--- config.mk ---
export PLATFORM = sky130hd
export DESIGN_NAME = step_tick_div
export DESIGN_NICKNAME = d
export VERILOG_FILES = /design/src/hdl/motor_pkg.sv /design/src/hdl/step_tick_div.sv
export SDC_FILE = /design/constraint.sdc
export NUM_CORES = 1
export LEC_CHECK = 0
export BUFFER_PORTS_ARGS = -buffer_cell sky130_fd_sc_hd__buf_2
export CAP_MARGIN = 20
export CELL_PAD_IN_SITES_DETAIL_PLACEMENT = 2
export CELL_PAD_IN_SITES_GLOBAL_PLACEMENT = 2
export CORE_ASPECT_RATIO = 0.5
export CORE_MARGIN = 10
export CORE_UTILIZATION = 28
export DETAILED_ROUTE_END_ITERATION = 8
export PLACE_DENSITY = 0.7
export SYNTH_ARGS = -nofsm -noshare
export SYNTH_HDL_FRONTEND = slang
export SYNTH_SLANG_ARGS = --single-unit
--- constraint.sdc ---
create_clock -name clk -period 1.7 [get_ports clk]
set_input_delay 0.34 -clock clk [delete_from_list [all_inputs] [get_ports clk]]
set_output_delay 0.34 -clock clk [all_outputs]
set_load 0.005 [all_outputs]
--- src/hdl/motor_pkg.sv ---
`default_nettype none

package motor_pkg;

	// step counts, positions and stroke
	localparam int STEP_W = 16;
	// period values in ticks
	localparam int SPEED_W = 16;
	// ramp table address, 512 entries
	localparam int RAMP_AW = 9;
	localparam int MS_W = 3;
	localparam int DIV_W = 16;

	// dead time in ticks before a reversed move, at least 2
	localparam int REVERSE_DELAY = 4;
	localparam int REV_CNT_W = $clog2(REVERSE_DELAY);

	// position right after the zero sensor
	localparam logic [STEP_W-1:0] POS_INIT = 1;

	// top bit is busy
	typedef enum logic [1:0] {
		MS_IDLE    = 2'b00,
		MS_PREPARE = 2'b10,
		MS_RUNNING = 2'b11
	} motor_state_t;

endpackage

`default_nettype wire

--- src/hdl/step_tick_div.sv ---
`default_nettype none

module step_tick_div
	import motor_pkg::*;
(
	input  wire              clk,
	input  wire              resetn,
	input  wire  [DIV_W-1:0] i_div,
	output logic             o_tick
);

	logic [DIV_W-1:0] cnt;

	// i_div only taken on reload
	always_ff @(posedge clk) begin
		if (!resetn) begin
			cnt    <= '0;
			o_tick <= 1'b0;
		end else if (cnt == '0) begin
			cnt    <= i_div;
			o_tick <= 1'b1;
		end else begin
			cnt    <= cnt - 1'b1;
			o_tick <= 1'b0;
		end
	end

endmodule

`default_nettype wire

# Word-level counts from Yosys, hierarchy flattened
# Cells that the tools add are included.
[word_totals]
reg_bits = 17
input_bits = 18
out_inout_bits = 1
word_cells = 6
[classes]
add_sub_neg = 1
n_mux = 2
n_reduce_logical = 1
[ops]
columns = ["op", "count"]
rows = [
  ["$logic_not A16 Y1", 1],
  ["$mux W16", 1],
  ["$sub A16 B1 Y16 const B", 1],
  ["$mux W1", 1],
]

# Depth between registers and ports, before layout
[logic_depth]
ltp_word = 2
ltp_mapped = 7
mapped_depth_nobuf = 6

# Worst setup path before layout
# OpenSTA, ideal clock, no wires.
[synth_path]
path_kind = "reg-to-reg"
start = "register cnt[0]"
end = "register cnt[10]"
setup_time_ps = 70
t_arrival_ps = 1509
path_slack_ps = 121
path_stages_with_launch = 7
n_path_buf = 0
period_less_slack_ps = 1579
cell_sequence = "dfxtp_1 inv_1 ha_1 nor3b_2 or3b_1 xor2_1 a21oi_1"
[synth_via]
elab_chain_cells = 2
[synth_rtl]
columns = ["element", "line_no", "rtl"]
rows = [
  ["from (decl)", "step_tick_div.sv:12", "logic [DIV_W-1:0] cnt;"],
  ["from (signal assigned)", "step_tick_div.sv:20", "cnt <= i_div;"],
  ["from (signal assigned)", "step_tick_div.sv:23", "cnt <= cnt - 1'b1;"],
  ["$sub A16 B1 Y16 or $logic_not A16 Y1 (tied branches)", "step_tick_div.sv:23, step_tick_div.sv:19", ""],
  ["$mux W16 *", "step_tick_div.sv:19", "end else if (cnt == '0) begin"],
]
# Mark *: on every way between the ends. The rest lies on a longest branch, timed or not.
# A chain may end at the register's enable or synchronous reset.

# Worst setup path in the final report
# Ends and elaborated chain as after synthesis.

==> out/results.md <==
| Parameter | Value | Unit |
|:---|:---|:---|
| Root buffer cell | sky130_fd_sc_hd__clkbuf_8 | - |
| Critical path required time | 1.90 | ns |
| Type of the most critical hold path | primary input to flip-flop | - |
| Maximum achievable frequency | 611 | MHz |
| Areal power density over the cells | 2200 | nW/um2 |
| Delay of the slowest cell on the worst path | 0.39 | ns |
| Buffer levels on the longest clock path | 2 | - |
| Clk pin slew, worst setup/hold paths | 0.07 | ns |
| Crit share post-route | 96.3 | % |
| Clock network latency to the later pin of the worst-skew pair | 0.26 | ns |
| Routability congestion estimate | 0.735 | - |
| Number of enable flip-flop cells after synthesis | 0 | - |
| Sequential fraction of the synthesis area | 38.6 | % |
| Pin count of the biggest net entering global routing | 32 | - |
| Final critical path time including I/O delays and setup | 1.64 | ns |
| Compound-cell area share of the yosys netlist | 19.6 | % |
| Layout Nets | 145 | - |
| # clock sinks | 17 | - |
| Final instance count without filler cells | 164 | - |
| Number of endpoints with negative hold slack in the final report | 0 | - |
| Layout Utilization | 39.0 | % |
| Share of cells above drive strength 1 | 36.3 | % |
| Via-to-Cell Ratio | 5.17 | - |
| Post-synthesis mux area share | 0 | % |
| Total CTS buffers | 3 | - |
| I/O pin cnt | 19 | - |
| Register bit count reported by yosys | 17 | - |
| CP endpoint kind | flip-flop | - |
| Crit path max-delay family | simple AND/OR/NAND/NOR gates | - |
| Depth of the CTS H-tree | 1 | - |
| Number of iterations in the first detailed-routing pass | 4 | - |
| Antenna Nets Post-Route | 0 | - |
| Post-Place Cells | 158 | - |
| Number of distinct library cells after synthesis | 32 | - |
| Worst Setup Start Kind | flip-flop | - |
| Violation count after the first detailed-route iteration | 25 | - |
| Most frequently used flop master after synthesis | sky130_fd_sc_hd__dfxtp_1 | - |
| Worst Path Buf+Inv | 1 | - |
| Slew at the pin with the worst max-slew slack | 0.395 | ns |
| Status | finished, final reports clean | - |
| Hold slack final | 0.356 | ns |
| Number of vias in the routed layout | 848 | - |
| Synthesized cell area | 882 | um2 |
| Synthesized Nets | 119 | - |
| Placement Cell Area | 1050 | um2 |
| Share of async-settable or async-resettable flops after synthesis | 0 | % |
| Effective utilization at floorplan | 29.3 | % |
| Path type of the worst setup path | flip-flop to flip-flop | - |
| Tightest slew margin relative to the limit | 73.4 | % |
| CTS tree | yes | - |
| Total overflow reported by the global router | 0 | - |
| Worst setup slack after layout | 0.0631 | ns |
| Gate count after technology mapping | 99 | - |
| Area growth from synthesis to layout | 33.3 | % |
| Mean cell area of the mapped netlist | 8.91 | um2 |
| Core Region | 3010 | um2 |
| Final setup violation count | 0 | - |
| Residual DRC count | 0 | - |
| Slowest library cell on the worst path | sky130_fd_sc_hd__or3b_1 | - |
| Detailed-route wire length | 2.85 | mm |
| Via count of the first global-routing pass | 919 | - |
| First-pass GRT wire length | 4.41 | mm |
| Final slew viol count | 0 | - |
| Synth Area in Adders | 2.84 | % |
| Number of inserted diodes | 0 | - |
| Worst reg2reg startpoint | cnt[0]$_SDFF_PN0_ | - |
| Arrival time at the worst endpoint | 1.83 | ns |
| Initial antenna violation count | 0 | - |
| Xor and xnor area share after synthesis | 10.9 | % |
| Routed len/inst | 17.4 | um |
| Overall Global Routing Usage | 9.21 | % |
| Number of maximum-capacitance violations | 0 | - |
| Main combinational cell family by area after synthesis | simple AND/OR/NAND/NOR gates | - |
| Die Wd | 99.4 | um |
| Ordered list of cells on the worst path | inv_1 -> ha_1 -> nor3b_2 -> or3b_1 -> xor2_1 -> a21oi_1 | - |
| Hold path startpoint | i_div[11] | - |
| Origin of the worst setup path | cnt[0]$_SDFF_PN0_ | - |
| Peak VDD IR | 0.585 | mV |
| Crit Path Max Fanout | 6 | - |
| Leakage power | 0.466 | nW |
| Vertical die dimension | 59.7 | um |
| Half-perimeter wire length after detailed placement | 2.01 | mm |
| Worst setup timing slack at the placement stage | -0.0561 | ns |
| Number of warning messages in the yosys log | 0 | - |
| Simple-gate share of the synthesized area | 24.0 | % |
| Count of port buffers added during placement | 18 | - |
| Total non-filler cell area in the finished layout | 1180 | um2 |
| Hold_buf cts | 0 | - |
| Cell row count | 14 | - |
| Clock tree skew after final layout | 0.00667 | ns |
| Area of the die | 5930 | um2 |
-- logic make-up after synthesis --
family | after synthesis
compound gates | 29
xor+xnor | 11
fa+ha+maj | 2
buf+inv | 9
flops | 17
simple gates | 31
-- layout make-up --
class,instances,area [um2]
Fill cell,353,1840
Multi-Input combinational cell,73,539
Sequential cell,17,345
Timing Repair Buffer,26,180
Tap cell,40,50.0
Clock buffer,3,41.3
Inverter,4,15.0
Clock inverter,1,5.00
-- worst reg2reg max path, stage by stage (launching register included) --
cell and delay (ns):
sky130_fd_sc_hd__dfxtp_4 0.36, sky130_fd_sc_hd__inv_1 0.08, sky130_fd_sc_hd__ha_1 0.20, sky130_fd_sc_hd__nor3b_2 0.25
sky130_fd_sc_hd__or3b_1 0.39, sky130_fd_sc_hd__xor2_1 0.15, sky130_fd_sc_hd__a21oi_1 0.15
-- synth_stat cells (3+ instances only) --
cell	instances	area share (%)
sky130_fd_sc_hd__o21ai_0	9	5.1
sky130_fd_sc_hd__clkbuf_1	3	1.3
sky130_fd_sc_hd__inv_1	4	1.7
sky130_fd_sc_hd__xor2_1	5	5.0
sky130_fd_sc_hd__xnor2_1	6	6.0
sky130_fd_sc_hd__nor4_2	3	4.3
sky130_fd_sc_hd__nand3_1	3	1.7
sky130_fd_sc_hd__a21oi_1	9	5.1
sky130_fd_sc_hd__a211oi_1	4	3.4
sky130_fd_sc_hd__dfxtp_1	17	39
sky130_fd_sc_hd__nor2_1	8	3.4
-- sequential cells by signal, summed over array words and instances, names as in the netlist --
signal	flops
cnt	16
o_tick	1
-- stage by stage --
step                      TNS, ns  power (mW)
final                           0        2.59
after global routing      -0.0171        2.82
after CTS                       0        2.44
after detailed placement  -0.0561        2.04
after global placement          0        1.98
after floorplan                 0        1.62
-- power by group --
part	switching, mW	total (mW)	internal, mW
sequential	0.204	0.783	0.579
clock	0.151	0.314	0.163
combinational	0.737	1.50	0.759
total	1.09	2.59	1.50
-- routing by layer --
metal / wire length (um) / global-route usage [%] / vias up
met5: 0 / 0 / -
met2: 1360 / 16.4 / 14
li1: - / - / 415
met1: 1360 / 10.6 / 415
met4: 17 / 2.43 / 0
met3: 103 / 2.76 / 4
-- path summary, 6_finish.rpt --
| kind | to | slack (ns) | cells past startpoint |
|---|---|---|---|
| max | cnt[10]$_SDFF_PN0_ | 0.06 | 6 |
| min reg2reg | cnt[0]$_SDFF_PN0_ | 0.48 | 1 |
| min | cnt[11]$_SDFF_PN0_ | 0.36 | 3 |
| max reg2reg | cnt[10]$_SDFF_PN0_ | 0.06 | 6 |
-- repair_timing --
action                                  in CTS  in global routing
hold endpoints to repair                     0                  0
endpoints found under the setup margin       4                 16
setup buffers                                0                  1
resized for setup                            3                 12
cloned                                       0                  1
-- cells in the final DEF (no fill, tap or decap), types with 2 or more instances in the layout --
| cell type | instances |
|---|---|
| sky130_fd_sc_hd__nor3b_2 | 2 |
| sky130_fd_sc_hd__nand2_1 | 2 |
| sky130_fd_sc_hd__nor3_2 | 2 |
| sky130_fd_sc_hd__a21oi_1 | 9 |
| sky130_fd_sc_hd__nor2_1 | 8 |
| sky130_fd_sc_hd__nand4_1 | 2 |
| sky130_fd_sc_hd__nand3_1 | 3 |
| sky130_fd_sc_hd__o31ai_1 | 2 |
| sky130_fd_sc_hd__inv_1 | 4 |
| sky130_fd_sc_hd__or4_4 | 2 |
| sky130_fd_sc_hd__nor4_4 | 2 |
| sky130_fd_sc_hd__clkbuf_8 | 3 |
| sky130_fd_sc_hd__xor2_1 | 5 |
| sky130_fd_sc_hd__o21ai_0 | 7 |
| sky130_fd_sc_hd__nor4_1 | 2 |
| sky130_fd_sc_hd__buf_4 | 6 |
| sky130_fd_sc_hd__xnor2_1 | 6 |
| sky130_fd_sc_hd__o21ai_1 | 3 |
| sky130_fd_sc_hd__buf_2 | 18 |
| sky130_fd_sc_hd__a211oi_1 | 3 |
| sky130_fd_sc_hd__dfxtp_1 | 15 |
No activity file was read; power rests on OpenSTA's default activity.
