--- config.mk ---
export PLATFORM = sky130hd
export DESIGN_NAME = step_motor_core
export DESIGN_NICKNAME = d
export VERILOG_FILES = /design/src/hdl/motor_pkg.sv /design/src/hdl/step_motor_core.sv
export SDC_FILE = /design/constraint.sdc
export NUM_CORES = 1
export LEC_CHECK = 0
export ABC_AREA = 1
export ABC_CLOCK_PERIOD_IN_PS = 2550
export BUFFER_PORTS_ARGS = -buffer_cell sky130_fd_sc_hd__buf_2
export CORE_ASPECT_RATIO = 0.9
export CORE_MARGIN = 3
export CORE_UTILIZATION = 45
export CTS_CLUSTER_DIAMETER = 100
export DETAILED_ROUTE_END_ITERATION = 10
export PLACE_DENSITY = 0.7
export SYNTH_ARGS = -nofsm -noshare
export SYNTH_HDL_FRONTEND = slang
export SYNTH_SLANG_ARGS = --single-unit
--- constraint.sdc ---
create_clock -name clk -period 2.55 [get_ports clk]
set_input_delay 0.1275 -clock clk [delete_from_list [all_inputs] [get_ports clk]]
set_output_delay 0.1275 -clock clk [all_outputs]
set_load 0.05 [all_outputs]
--- src/hdl/motor_pkg.sv ---
`default_nettype none

package motor_pkg;

	// step counts, positions and stroke
	localparam int STEP_W = 16;
	// period values in ticks
	localparam int SPEED_W = 16;
	// ramp table address, 512 entries
	localparam int RAMP_AW = 9;
	localparam int MS_W = 3;
	localparam int DIV_W = 16;

	// dead time in ticks before a reversed move, at least 2
	localparam int REVERSE_DELAY = 4;
	localparam int REV_CNT_W = $clog2(REVERSE_DELAY);

	// position right after the zero sensor
	localparam logic [STEP_W-1:0] POS_INIT = 1;

	// top bit is busy
	typedef enum logic [1:0] {
		MS_IDLE    = 2'b00,
		MS_PREPARE = 2'b10,
		MS_RUNNING = 2'b11
	} motor_state_t;

endpackage

`default_nettype wire

--- src/hdl/step_motor_core.sv ---
`default_nettype none

module step_motor_core
	import motor_pkg::*;
(
	input  wire                clk,
	input  wire                resetn,
	input  wire                i_tick,

	input  wire  [RAMP_AW-1:0] i_acce_max,
	input  wire  [RAMP_AW-1:0] i_deac_max,

	output logic               o_acce_re,
	output logic [RAMP_AW-1:0] o_acce_addr,
	input  wire  [SPEED_W-1:0] i_acce_data,
	output logic               o_deac_re,
	output logic [RAMP_AW-1:0] o_deac_addr,
	input  wire  [SPEED_W-1:0] i_deac_data,

	input  wire                i_zpd,
	input  wire  [STEP_W-1:0]  i_stroke,
	input  wire  [MS_W-1:0]    i_ms,

	input  wire                i_pri_start,
	input  wire                i_pri_stop,
	input  wire  [SPEED_W-1:0] i_pri_speed,
	input  wire  [STEP_W-1:0]  i_pri_steps,
	input  wire                i_pri_dir,

	input  wire                i_ext_sel,
	input  wire                i_ext_start,
	input  wire                i_ext_stop,
	input  wire  [SPEED_W-1:0] i_ext_speed,
	input  wire  [STEP_W-1:0]  i_ext_steps,
	input  wire                i_ext_dir,

	output logic               o_drive,
	output logic               o_dir,
	output logic [MS_W-1:0]    o_ms,
	output logic               o_busy,
	output logic               o_zpsign,
	output logic               o_tpsign,
	output logic [SPEED_W-1:0] o_rt_speed
);

	motor_state_t state;

	logic                 start_hold;
	logic                 stop_hold;
	logic [SPEED_W-1:0]   req_speed;
	logic [STEP_W-1:0]    req_steps;
	logic                 req_dir;
	logic                 should_start;
	logic                 should_stop;

	logic [SPEED_W-1:0]   speed_max;
	logic [SPEED_W-1:0]   speed_var;
	logic [SPEED_W-1:0]   speed_cnt;
	logic [STEP_W-1:0]    step_cnt;
	logic [STEP_W-1:0]    step_remain;
	logic                 step_done;
	logic                 high_end;
	logic [REV_CNT_W-1:0] rev_cnt;

	logic                 rd_en;
	logic [4:0]           rd_pipe;
	logic                 acce_ing;
	logic                 deac_ing;

	logic                 fwd;
	logic                 drive_d1;
	logic                 drive_fall;
	logic [STEP_W-1:0]    position;
	logic [STEP_W-1:0]    pos_next;

	assign o_busy       = state[1];
	assign fwd          = (o_dir == 1'b0);
	assign should_start = i_tick && start_hold && !o_busy;
	assign high_end     = (speed_cnt == '0) && o_drive;

	// commands only taken while idle, held until a tick consumes them
	always_ff @(posedge clk) begin
		if (!resetn)
			start_hold <= 1'b0;
		else if (start_hold) begin
			if (i_tick)
				start_hold <= 1'b0;
		end else if (!o_busy && (i_ext_sel ? i_ext_start : i_pri_start))
			start_hold <= 1'b1;
	end

	always_ff @(posedge clk) begin
		if (!resetn)
			stop_hold <= 1'b0;
		else if (stop_hold) begin
			if (i_tick)
				stop_hold <= 1'b0;
		end else if (o_busy && (i_ext_sel ? i_ext_stop : i_pri_stop))
			stop_hold <= 1'b1;
	end

	always_ff @(posedge clk) begin
		if (!start_hold && !o_busy) begin
			req_speed <= i_ext_sel ? i_ext_speed : i_pri_speed;
			req_steps <= i_ext_sel ? i_ext_steps : i_pri_steps;
			req_dir   <= i_ext_sel ? i_ext_dir : i_pri_dir;
		end
	end

	always_ff @(posedge clk) begin
		if (should_start) begin
			speed_max <= req_speed;
			o_ms      <= i_ms;
		end
	end

	// last direction decides whether the dead time is needed
	always_ff @(posedge clk) begin
		if (!resetn)
			o_dir <= 1'b0;
		else if (should_start)
			o_dir <= req_dir;
	end

	always_ff @(posedge clk) begin
		if (!resetn)
			state <= MS_IDLE;
		else if (i_tick) begin
			case (state)
			MS_IDLE: begin
				if (start_hold)
					state <= (o_dir == req_dir) ? MS_RUNNING : MS_PREPARE;
			end
			MS_PREPARE: begin
				if (stop_hold)
					state <= MS_IDLE;
				else if (rev_cnt == REV_CNT_W'(REVERSE_DELAY - 2))
					state <= MS_RUNNING;
			end
			MS_RUNNING: begin
				if (stop_hold || should_stop)
					state <= MS_IDLE;
			end
			default: state <= MS_IDLE;
			endcase
		end
	end

	always_ff @(posedge clk) begin
		if (!resetn)
			rev_cnt <= '0;
		else if (i_tick) begin
			if (state == MS_PREPARE)
				rev_cnt <= rev_cnt + 1'b1;
			else
				rev_cnt <= '0;
		end
	end

	// no read after the final step, so the last rt_speed stays in range
	always_ff @(posedge clk) begin
		if (!resetn)
			rd_en <= 1'b0;
		else if (rd_en)
			rd_en <= 1'b0;
		else if (i_tick)
			rd_en <= (state == MS_IDLE && start_hold)
				|| (state == MS_RUNNING && high_end && step_remain != '0);
	end

	always_ff @(posedge clk) begin
		if (!resetn)
			step_done <= 1'b0;
		else if (i_tick) begin
			if (state != MS_RUNNING)
				step_done <= 1'b0;
			else if (high_end && step_remain == '0)
				step_done <= 1'b1;
		end
	end

	always_ff @(posedge clk) begin
		if (!resetn) begin
			step_cnt    <= '0;
			step_remain <= '0;
		end else if (i_tick) begin
			if (state == MS_IDLE && start_hold) begin
				step_cnt    <= '0;
				step_remain <= req_steps - 1'b1;
			end else if (state == MS_RUNNING && high_end) begin
				step_cnt    <= step_cnt + 1'b1;
				step_remain <= step_remain - 1'b1;
			end
		end
	end

	// ramp read, six cycles from rd_en to rt_speed
	always_ff @(posedge clk) begin
		if (!resetn)
			rd_pipe <= '0;
		else
			rd_pipe <= {rd_pipe[3:0], rd_en};
	end

	always_ff @(posedge clk) begin
		if (rd_en) begin
			acce_ing <= step_cnt < STEP_W'(i_acce_max);
			deac_ing <= step_remain < STEP_W'(i_deac_max);
		end
		if (rd_pipe[0]) begin
			o_acce_addr <= acce_ing ? step_cnt[RAMP_AW-1:0] : i_acce_max;
			o_deac_addr <= deac_ing ? step_remain[RAMP_AW-1:0] : i_deac_max;
		end
		if (rd_pipe[3])
			speed_var <= (i_acce_data > i_deac_data) ? i_acce_data : i_deac_data;
		if (rd_pipe[4])
			o_rt_speed <= (speed_var > speed_max) ? speed_var : speed_max;
	end

	assign o_acce_re = rd_pipe[1];
	assign o_deac_re = rd_pipe[1];

	// half-period counter
	always_ff @(posedge clk) begin
		if (!resetn)
			speed_cnt <= '0;
		else if (i_tick) begin
			if (state != MS_RUNNING)
				speed_cnt <= '0;
			else if (speed_cnt == '0)
				speed_cnt <= o_rt_speed;
			else
				speed_cnt <= speed_cnt - 1'b1;
		end
	end

	always_ff @(posedge clk) begin
		if (!resetn)
			o_drive <= 1'b0;
		else if (i_tick) begin
			if (state != MS_RUNNING)
				o_drive <= 1'b0;
			else if (speed_cnt == '0 && !step_done)
				o_drive <= !o_drive;
		end
	end

	assign should_stop = (step_done && speed_cnt == '0)
		|| (o_tpsign && fwd)
		|| (o_zpsign && !fwd);

	// zero sign follows the sensor, clears only when moving away
	always_ff @(posedge clk) begin
		if (!resetn)
			o_zpsign <= 1'b0;
		else if (i_zpd)
			o_zpsign <= 1'b1;
		else if (state == MS_RUNNING && fwd)
			o_zpsign <= 1'b0;
	end

	always_ff @(posedge clk) begin
		if (!resetn)
			drive_d1 <= 1'b0;
		else
			drive_d1 <= o_drive;
	end

	assign drive_fall = drive_d1 && !o_drive;

	always_comb begin
		pos_next = position;
		if (fwd) begin
			if (position != i_stroke)
				pos_next = position + 1'b1;
		end else if (position > POS_INIT)
			pos_next = position - 1'b1;
	end

	always_ff @(posedge clk) begin
		if (!resetn || o_zpsign)
			position <= POS_INIT;
		else if (drive_fall)
			position <= pos_next;
	end

	// set on the edge that lands on the stroke
	always_ff @(posedge clk) begin
		if (!resetn)
			o_tpsign <= 1'b0;
		else if (drive_fall)
			o_tpsign <= fwd && (pos_next == i_stroke);
	end

	// dead time must leave the output idle
	prepare_quiet: assert property (@(posedge clk) disable iff (!resetn)
		state == MS_PREPARE |-> !o_drive);

	state_legal: assert property (@(posedge clk) disable iff (!resetn)
		state != 2'b01);

endmodule

`default_nettype wire

After elaboration in Yosys (flattened, before gate mapping)
Index checks and enable logic that the tools add are counted.

word-level totals
  bits in registers = 186
  bits of input ports = 144
  word-level logic and storage cells = 128

operators by class
  add/sub/neg operators = 7
  magnitude comparators = 5
  equal/unequal tests = 10
  muxes and demuxes = 36
  bitwise operators = 3
  reductions and logical operators = 40

operator list
  cell                                                 number
  two-way mux 16 bit                                   13
  subtractor 16 x 1 -> 16 bit, second input constant   4
  adder 16 x 1 -> 16 bit, second input constant        2
  > comparator 16 bit                                  2
  zero test 16 bit                                     2
  less-than comparator 16 x 9 -> 1 bit                 2
  two-way mux 9 bit                                    2
  logical AND 1 bit                                    17
  equality test 16 bit                                 1
  > comparator 16 x 1 -> 1 bit, second input constant  1
  != test 16 bit                                       1
  nonzero test 16 bit                                  1
  two-way mux 1 bit                                    15
  two-way mux 2 bit                                    5
  nonzero test 2 bit                                   4
  equality test 2 bit, second input constant           3
  != test 2 bit, second input constant                 3
  case mux 2 bit (3 select lines)                      1
  AND reduction 2 bit                                  3
  zero test 1 bit                                      5
  logical OR 1 bit                                     5
  AND reduction 4 bit                                  1
  != test 3 bit, second input constant                 1
  inverter 1 bit                                       3
  other kinds (4)                                      4

Longest topological paths before layout
Gate-level depths: netlist (run 1).

  depth after elaboration = 7
  gate-level depth with buffers = 19

Least setup slack after synthesis (run 1)
No wires, ideal clock.

  path kind = reg-to-reg
  start = reg state[1]
  end = reg start_hold
  library setup time = 0.070 ns
  arrival time = 2.473 ns
  slack = 0.007 ns
  stages on the path, launching flop included = 5
  path buffers = 0
  period minus slack after synthesis = 2.543 ns
  cell sequence = dfxtp_1 nor2_1 o21a_1 o21ai_0 a21oi_1

on the way
  longest elaborated chain between the ends = 4

ends and longest elaborated chain
  item                    RTL line                RTL
  start, declared         step_motor_core.sv:46   motor_state_t state;
  start signal, assigned  step_motor_core.sv:132  state <= (o_dir == req_dir) ? MS_RUNNING : MS_PREPARE;
  zero test 1 bit         step_motor_core.sv:88   end else if (!o_busy && (i_ext_sel ? i_ext_start : i_pri_start))
  logical AND 1 bit       step_motor_core.sv:88
  two-way mux 1 bit       step_motor_core.sv:88
  two-way mux 1 bit       step_motor_core.sv:85   else if (start_hold) begin
  end signal, assigned    step_motor_core.sv:84   start_hold <= 1'b0;
  end signal, assigned    step_motor_core.sv:87   start_hold <= 1'b0;
  end signal, assigned    step_motor_core.sv:89   start_hold <= 1'b1;
  end, declared           step_motor_core.sv:48   logic start_hold;

No other way between the ends.
A chain may end at the register's enable or synchronous reset.

Worst setup path after layout (run 1)
  start = reg position[2]
  end = reg o_tpsign

on the way
  longest elaborated chain between the ends = 5
  elaborated cells between the ends (all ways) = 9
  those cells by class = add/sub: 2; order compare: 1; eq/ne: 2; mux: 3; reduce/logical: 1

ends and longest elaborated chain
  item                                                  RTL line                                        RTL
  start, declared                                       step_motor_core.sv:73                           logic [STEP_W-1:0] position;
  start signal, assigned                                step_motor_core.sv:284                          position <= pos_next;
  adder 16 x 1 -> 16 bit, or another cell as far along  step_motor_core.sv:275                          pos_next = position + 1'b1;
  two-way mux 16 bit (on tied branches)                 step_motor_core.sv:274, step_motor_core.sv:276
  two-way mux 16 bit (*)                                step_motor_core.sv:273                          if (fwd) begin
  equality test 16 bit (*)                              step_motor_core.sv:292                          o_tpsign <= fwd && (pos_next == i_stroke);
  logical AND 1 bit (*)                                 step_motor_core.sv:292
  end signal, assigned                                  step_motor_core.sv:292
  end, declared                                         step_motor_core.sv:42                           output logic o_tpsign,

Mark *: on every way between the ends. The rest lies on a longest branch, timed or not.

==> results of run 1 <==
-- flip-flops by register name, indices dropped and copies added, names as in the netlist, 2 cells and up --
register     count
o_rt_speed      16
step_cnt        16
position        16
req_speed       16
speed_var       16
rd_pipe          5
rev_cnt          2
speed_max       16
o_acce_addr      9
o_ms             3
req_steps       16
state            2
speed_cnt       16
step_remain     16
o_deac_addr      9
-- worst min-delay path, delay by kind of cell --
family,cells,cell delay (ps)
buffers and inverters,1,80
and+or+nand+nor,2,120
-- power breakdown --
group          leakage [nW]  internal [W]  switching (W)
sequential             1.65       0.00342       0.000117
combinational          4.45      0.000607       0.000998
clock                 0.303       0.00151        0.00128
total                  6.40       0.00553        0.00240
-- layer usage --
metal	global-route usage	up-vias	share of wire	routed length, um
li1	-	5175	-	-
met1	0.301	4441	0.46	13000
met2	0.347	298	0.46	12900
met3	0.0445	30	0.060	1690
met4	0.0583	0	0.015	435
met5	0	-	0	0
-- path summary, 6_finish.rpt --
kind                  start           end  slack [ps]
min          i_ext_speed[8]  req_speed[8]          20
max             position[2]      o_tpsign         240
min reg2reg    req_speed[5]  speed_max[5]         420
max reg2reg     position[2]      o_tpsign         240
-- cells in the final DEF (no fill, tap or decap), drive strengths merged, types with 2 or more instances in the layout --
cell type,count
a2111oi,2
a211oi,6
a21boi,3
a21o,3
a21oi,108
a31oi,5
buf,209
bufinv,2
clkbuf,17
clkinv,5
dfxtp,82
dlygate4sd3,68
edfxtp,104
ha,56
inv,195
mux2i,4
nand2,382
nand3,75
nand4,23
nor2,131
nor3,20
nor3b,2
nor4,7
o211ai,16
o21a,7
o21ai,89
o21bai,7
o221ai,7
o41ai,2
xnor2,5
xor2,18
-- cell families (layout without fill, tap and decap cells) --
group	Yosys count	after routing	share of synthesized area
buffers and inverters	236	497	0.0859
muxes	4	4	0.00366
DFF	186	186	0.436
adders and majority gates	56	56	0.0641
and+or+nand+nor	644	644	0.254
xor gates and xnor gates	23	23	0.0184
AOI/OAI and AO/OA	259	259	0.138
-- stage by stage --
step / hold slack, ps / power (W)
finish: 15.8 / 0.00793
global route: 15.9 / 0.00834
CTS: 1.18 / 0.00797
detailed placement: 309 / 0.00510
global placement: 309 / 0.00507
floorplan: 226 / 0.00464
-- area by class of cell --
cell class | count | area share
flip-flops and latches | 186 | 0.353
well taps | 302 | 0.0280
inverters | 188 | 0.0525
clock inverters | 15 | 0.0144
repair buffers | 277 | 0.132
clock buffers | 17 | 0.0315
multi-input cells | 986 | 0.388
-- repair_timing --
| item | in CTS | in global routing |
|---|---|---|
| gates resized for setup | 0 | 7 |
| setup buffers | 0 | 0 |
| hold buffers | 68 | 0 |
| endpoints found under the setup margin | 0 | 2 |
| endpoints found under the hold margin | 39 | 0 |
==> summary.txt, run 1 <==
outcome -> finished clean
CP Class -> register to register
# port buffers -> 187
placed cells -> 1871
Die W -> 170 um
Critical Path AT -> 2680 ps
Hold Path Depth -> 3
syn_nets -> 1608
worst clock skew -> 14.4 ps
total area of sequential cells -> 0.00477 mm2
worst slew pin tran -> 697 ps
Ports -> 188
setup violators final -> 0
RSZ-0062 raised after global routing -> no
Area Growth Syn to Fin -> 23.5%
CP max stage delay -> 500 ps
Starting DRT DRC Count -> 696
clock buffer count from CTS -> 17
Via Count -> 9944
largest net degree at the start of global routing -> 36
Rows -> 53
die footprint -> 0.0262 mm2
Skew-Pair Late Insertion Delay -> 430 ps
cell taking the most area after synthesis -> edfxtp_1
Final GP Congestion -> 0.949
core area -> 0.0236 mm2
Max-Cap Viols -> 0
# diodes -> 0
number of synthesized flops with an enable pin -> 104
total grt overflow -> 0
Die Ht -> 154 um
max-slew violations -> 0
WP depth -> 12
P_leak -> 6.40 nW
number of global-route vias before repair -> 9372
Slew headroom -> 0.532
CTS root buffer -> clkbuf_16
initial antenna violation count -> 0
Final HPWL DP -> 20.7 mm
fill count -> 2108
fmax -> 433 MHz
Synth top cells by count -> nand2_1, inv_1, nor2_1
largest fanout on the critical path -> 8
Synth Warn # -> 0
setup TNS -> 0 ps
count leader, synth -> nand2_1
Crit path required time -> 2920 ps
VDD IR max -> 0.000374 V
antenna-violating nets left -> 0
minimum clock period -> 2310 ps
Area contributors post-synth -> edfxtp_1, dfxtp_1, nand2_1
Fin. Hold Viols -> 0
CTS tree -> done
Worst Reg2Reg Path Length in Cells -> 12
Multi-input gate area -> 0.00524 mm2
Yosys reg bits -> 186
H-Tree Depth -> 4
mapped cell area -> 0.0109 mm2
layout net count -> 1856
WP buf/inv -> 0
global-route wire length before repair -> 46.1 mm
Crit-path slowest cell -> dfxtp_1
Worst-path clk slew -> 70 ps
Max Buffers Root-to-Sink -> 2
Util after Layout -> 0.572
sequential fraction of the synthesis area -> 0.436
# clock sinks -> 186
CP startpoint kind -> register
Synth Instances -> 1408
Avg Cell Area, Syn -> 7.76 um2
fin area -> 0.0135 mm2
Cell Count, Final, Fillers Out -> 1971
Cell Chain, Critical Path -> nand3_1 -> nor2_2 -> nand2_1 -> nor2_1 -> nand3_1 -> nand2_1 -> nand2_1 -> nand3_1 -> nand3_1 -> nor2_1 -> nand3_1 -> a21oi_2
total iterations of the first detailed-routing run -> 5
Final WS setup -> 240 ps
gr usage total -> 0.217
delay-heaviest family, CP -> simple AND/OR/NAND/NOR gates
Via-to-Cell Ratio -> 5.05
period utilization -> 0.906
Critical Path End Type -> register
unique cell type count in the Yosys netlist -> 55
Remaining DRCs -> 0
Post-Place Worst Slack -> 161 ps
Avg WL per Cell -> 14.2 um
FFs w/ async S/R, synth -> 0
most frequent CP cell -> nand3_1
Initial Utilization -> 0.463
Hold WC Path Type -> primary input to register
final WL -> 28.1 mm
layout cells sized above 1 -> 0.182
placed inst area -> 0.0122 mm2
top_reg_cell synth -> edfxtp_1
power per cell area -> 588 mW/mm2
top cell type's share of synthesized area -> 0.286
No activity file was read; power rests on OpenSTA's default activity.
==> run 2: changes to the inputs <==
- REMOVE_ABC_BUFFERS: not set -> 1
==> summary.txt, run 2 (synthesis gave the netlist of run 1 again) <==
outcome -> finished clean
final WL -> 28.2 mm
setup violators final -> 0
Skew-Pair Late Insertion Delay -> 440 ps
Fin. Hold Viols -> 0
minimum clock period -> 2350 ps
Avg WL per Cell -> 14.3 um
commonest non-fill, non-tap cells in the layout -> nand2_1, buf_2, inv_1, nor2_1, a21oi_1
total iterations of the first detailed-routing run -> 5
Initial Utilization -> 0.463
most frequent CP cell -> inv_1
# clock sinks -> 186
Remaining DRCs -> 0
Hold EP -> req_steps[10]
core area -> 0.0236 mm2
CP max stage delay -> 380 ps
total area of sequential cells -> 0.00477 mm2
Crit path required time -> 2880 ps
reg2reg setup slack -> 200 ps
Critical Path End Type -> register
Via-to-Cell Ratio -> 5.10
Reg2Reg Launch Point -> state[0]
setup TNS -> 0 ps
RSZ-0062 raised after global routing -> no
fmax -> 426 MHz
Cell Chain, Critical Path -> nor2_4 -> nand2_4 -> o21a_1 -> inv_1 -> ha_1 -> nand2_1 -> nor4_4 -> nand3_2 -> nor2_2 -> xnor2_1 -> o21bai_1 -> inv_1
power per cell area -> 573 mW/mm2
P_sw -> 0.00236 W
Area Growth Syn to Fin -> 22.7%
Ports -> 188
period utilization -> 0.920
reg-to-reg endpoint -> step_remain[14]
clock buffer count from CTS -> 17
Cell Count, Final, Fillers Out -> 1969
placed cells -> 1873
antenna-violating nets left -> 0
Hold Path Depth -> 3
Rows -> 53
number of global-route vias before repair -> 9534
Util after Layout -> 0.568
Critical Path AT -> 2670 ps
Crit-path slowest cell -> nor4_4
hold path start -> i_ext_steps[10]
max-slew violations -> 0
layout net count -> 1853
VDD IR max -> 0.000566 V
H-Tree Depth -> 4
Max Buffers Root-to-Sink -> 2
largest net degree at the start of global routing -> 36
Hold WC Path Type -> primary input to register
initial antenna violation count -> 1
Final HPWL DP -> 21.0 mm
Final GP Congestion -> 0.991
CP Class -> register to register
Worst-path clk slew -> 70 ps
CP startpoint kind -> register
CTS root buffer -> clkbuf_16
internal power -> 0.00531 W
commonest non-fill, non-tap cell in the layout -> nand2_1
Multi-input gate area -> 0.00524 mm2
P_leak -> 6.36 nW
Total Power -> 0.00768 W
worst slew pin tran -> 933 ps
Via Count -> 10049
worst clock skew -> 25.0 ps
Worst Reg2Reg Path Length in Cells -> 12
# port buffers -> 187
die footprint -> 0.0262 mm2
clock power share -> 0.332
Die W -> 170 um
fill count -> 2120
largest fanout on the critical path -> 10
total grt overflow -> 0
Net Sw Frac -> 0.308
global-route wire length before repair -> 45.7 mm
layout cells sized above 1 -> 0.185
gr usage total -> 0.215
Comb power frac -> 0.207
CTS tree -> done
power share of the sequential group -> 0.461
Max-Cap Viols -> 0
Starting DRT DRC Count -> 714
Slew headroom -> 0.377
Die Ht -> 154 um
-- run 2: per-layer routing --
metal	share of wire	wire length, um	up-vias	GRT usage
li1	-	-	5160	-
met1	0.46	12900	4522	0.293
met2	0.46	13100	340	0.349
met3	0.061	1720	27	0.0355
met4	0.018	509	0	0.0707
met5	0	0	-	0
-- run 2: power by group through the flow --
stage | logic (W) | registers (W) | clock network [W]
global route | 0.00179 | 0.00356 | 0.00272
CTS | 0.00158 | 0.00354 | 0.00260
global placement | 0.00147 | 0.00360 | 0
detailed placement | 0.00149 | 0.00361 | 0
floorplan | 0.000970 | 0.00363 | 0
finish | 0.00159 | 0.00354 | 0.00255
-- run 2: through the flow --
step,area (um2),worst slack (ps),hold slack (ps)
after global placement,12200,266,308
after global routing,13400,2.16,25.6
after CTS,13400,158,0.0553
final,13400,205,17.7
after floorplan,10700,-94.1,221
after detailed placement,12200,185,306
-- run 2: repair_timing --
item                                    4_1_cts  5_1_grt
hold buffers                                 63        0
setup buffers                                 0        0
endpoints found under the hold margin        38        0
endpoints found under the setup margin        0        4
gates resized for setup                       0       11
-- run 2: area by class of cell --
type,count,area share
clock inverter,14,0.00961
antenna,1,0.000187
multi-input combinational,986,0.391
sequential,186,0.356
inverter,188,0.0528
clock buffer,18,0.0320
tap,302,0.0282
timing repair buffer,274,0.130
-- run 2: worst max path at each step --
stage	start	to	slack (ps)	depth (start not counted)
final	state[0]	step_remain[14]	200	12
after global routing	position[0]	o_tpsign	2	17
after CTS	position[0]	o_tpsign	160	15
after detailed placement	position[0]	o_tpsign	180	15
after global placement	position[0]	o_tpsign	270	15
after floorplan	state[1]	step_cnt[14]	-90	10
-- run 2: critical path: cells and delay by family (launching register included) --
| family | cells | cell delay, ps |
|---|---|---|
| xor+xnor | 1 | 70 |
| flops | 1 | 360 |
| buf+inv | 2 | 120 |
| simple gates | 6 | 1160 |
| compound gates | 2 | 390 |
| fa+ha+maj | 1 | 140 |
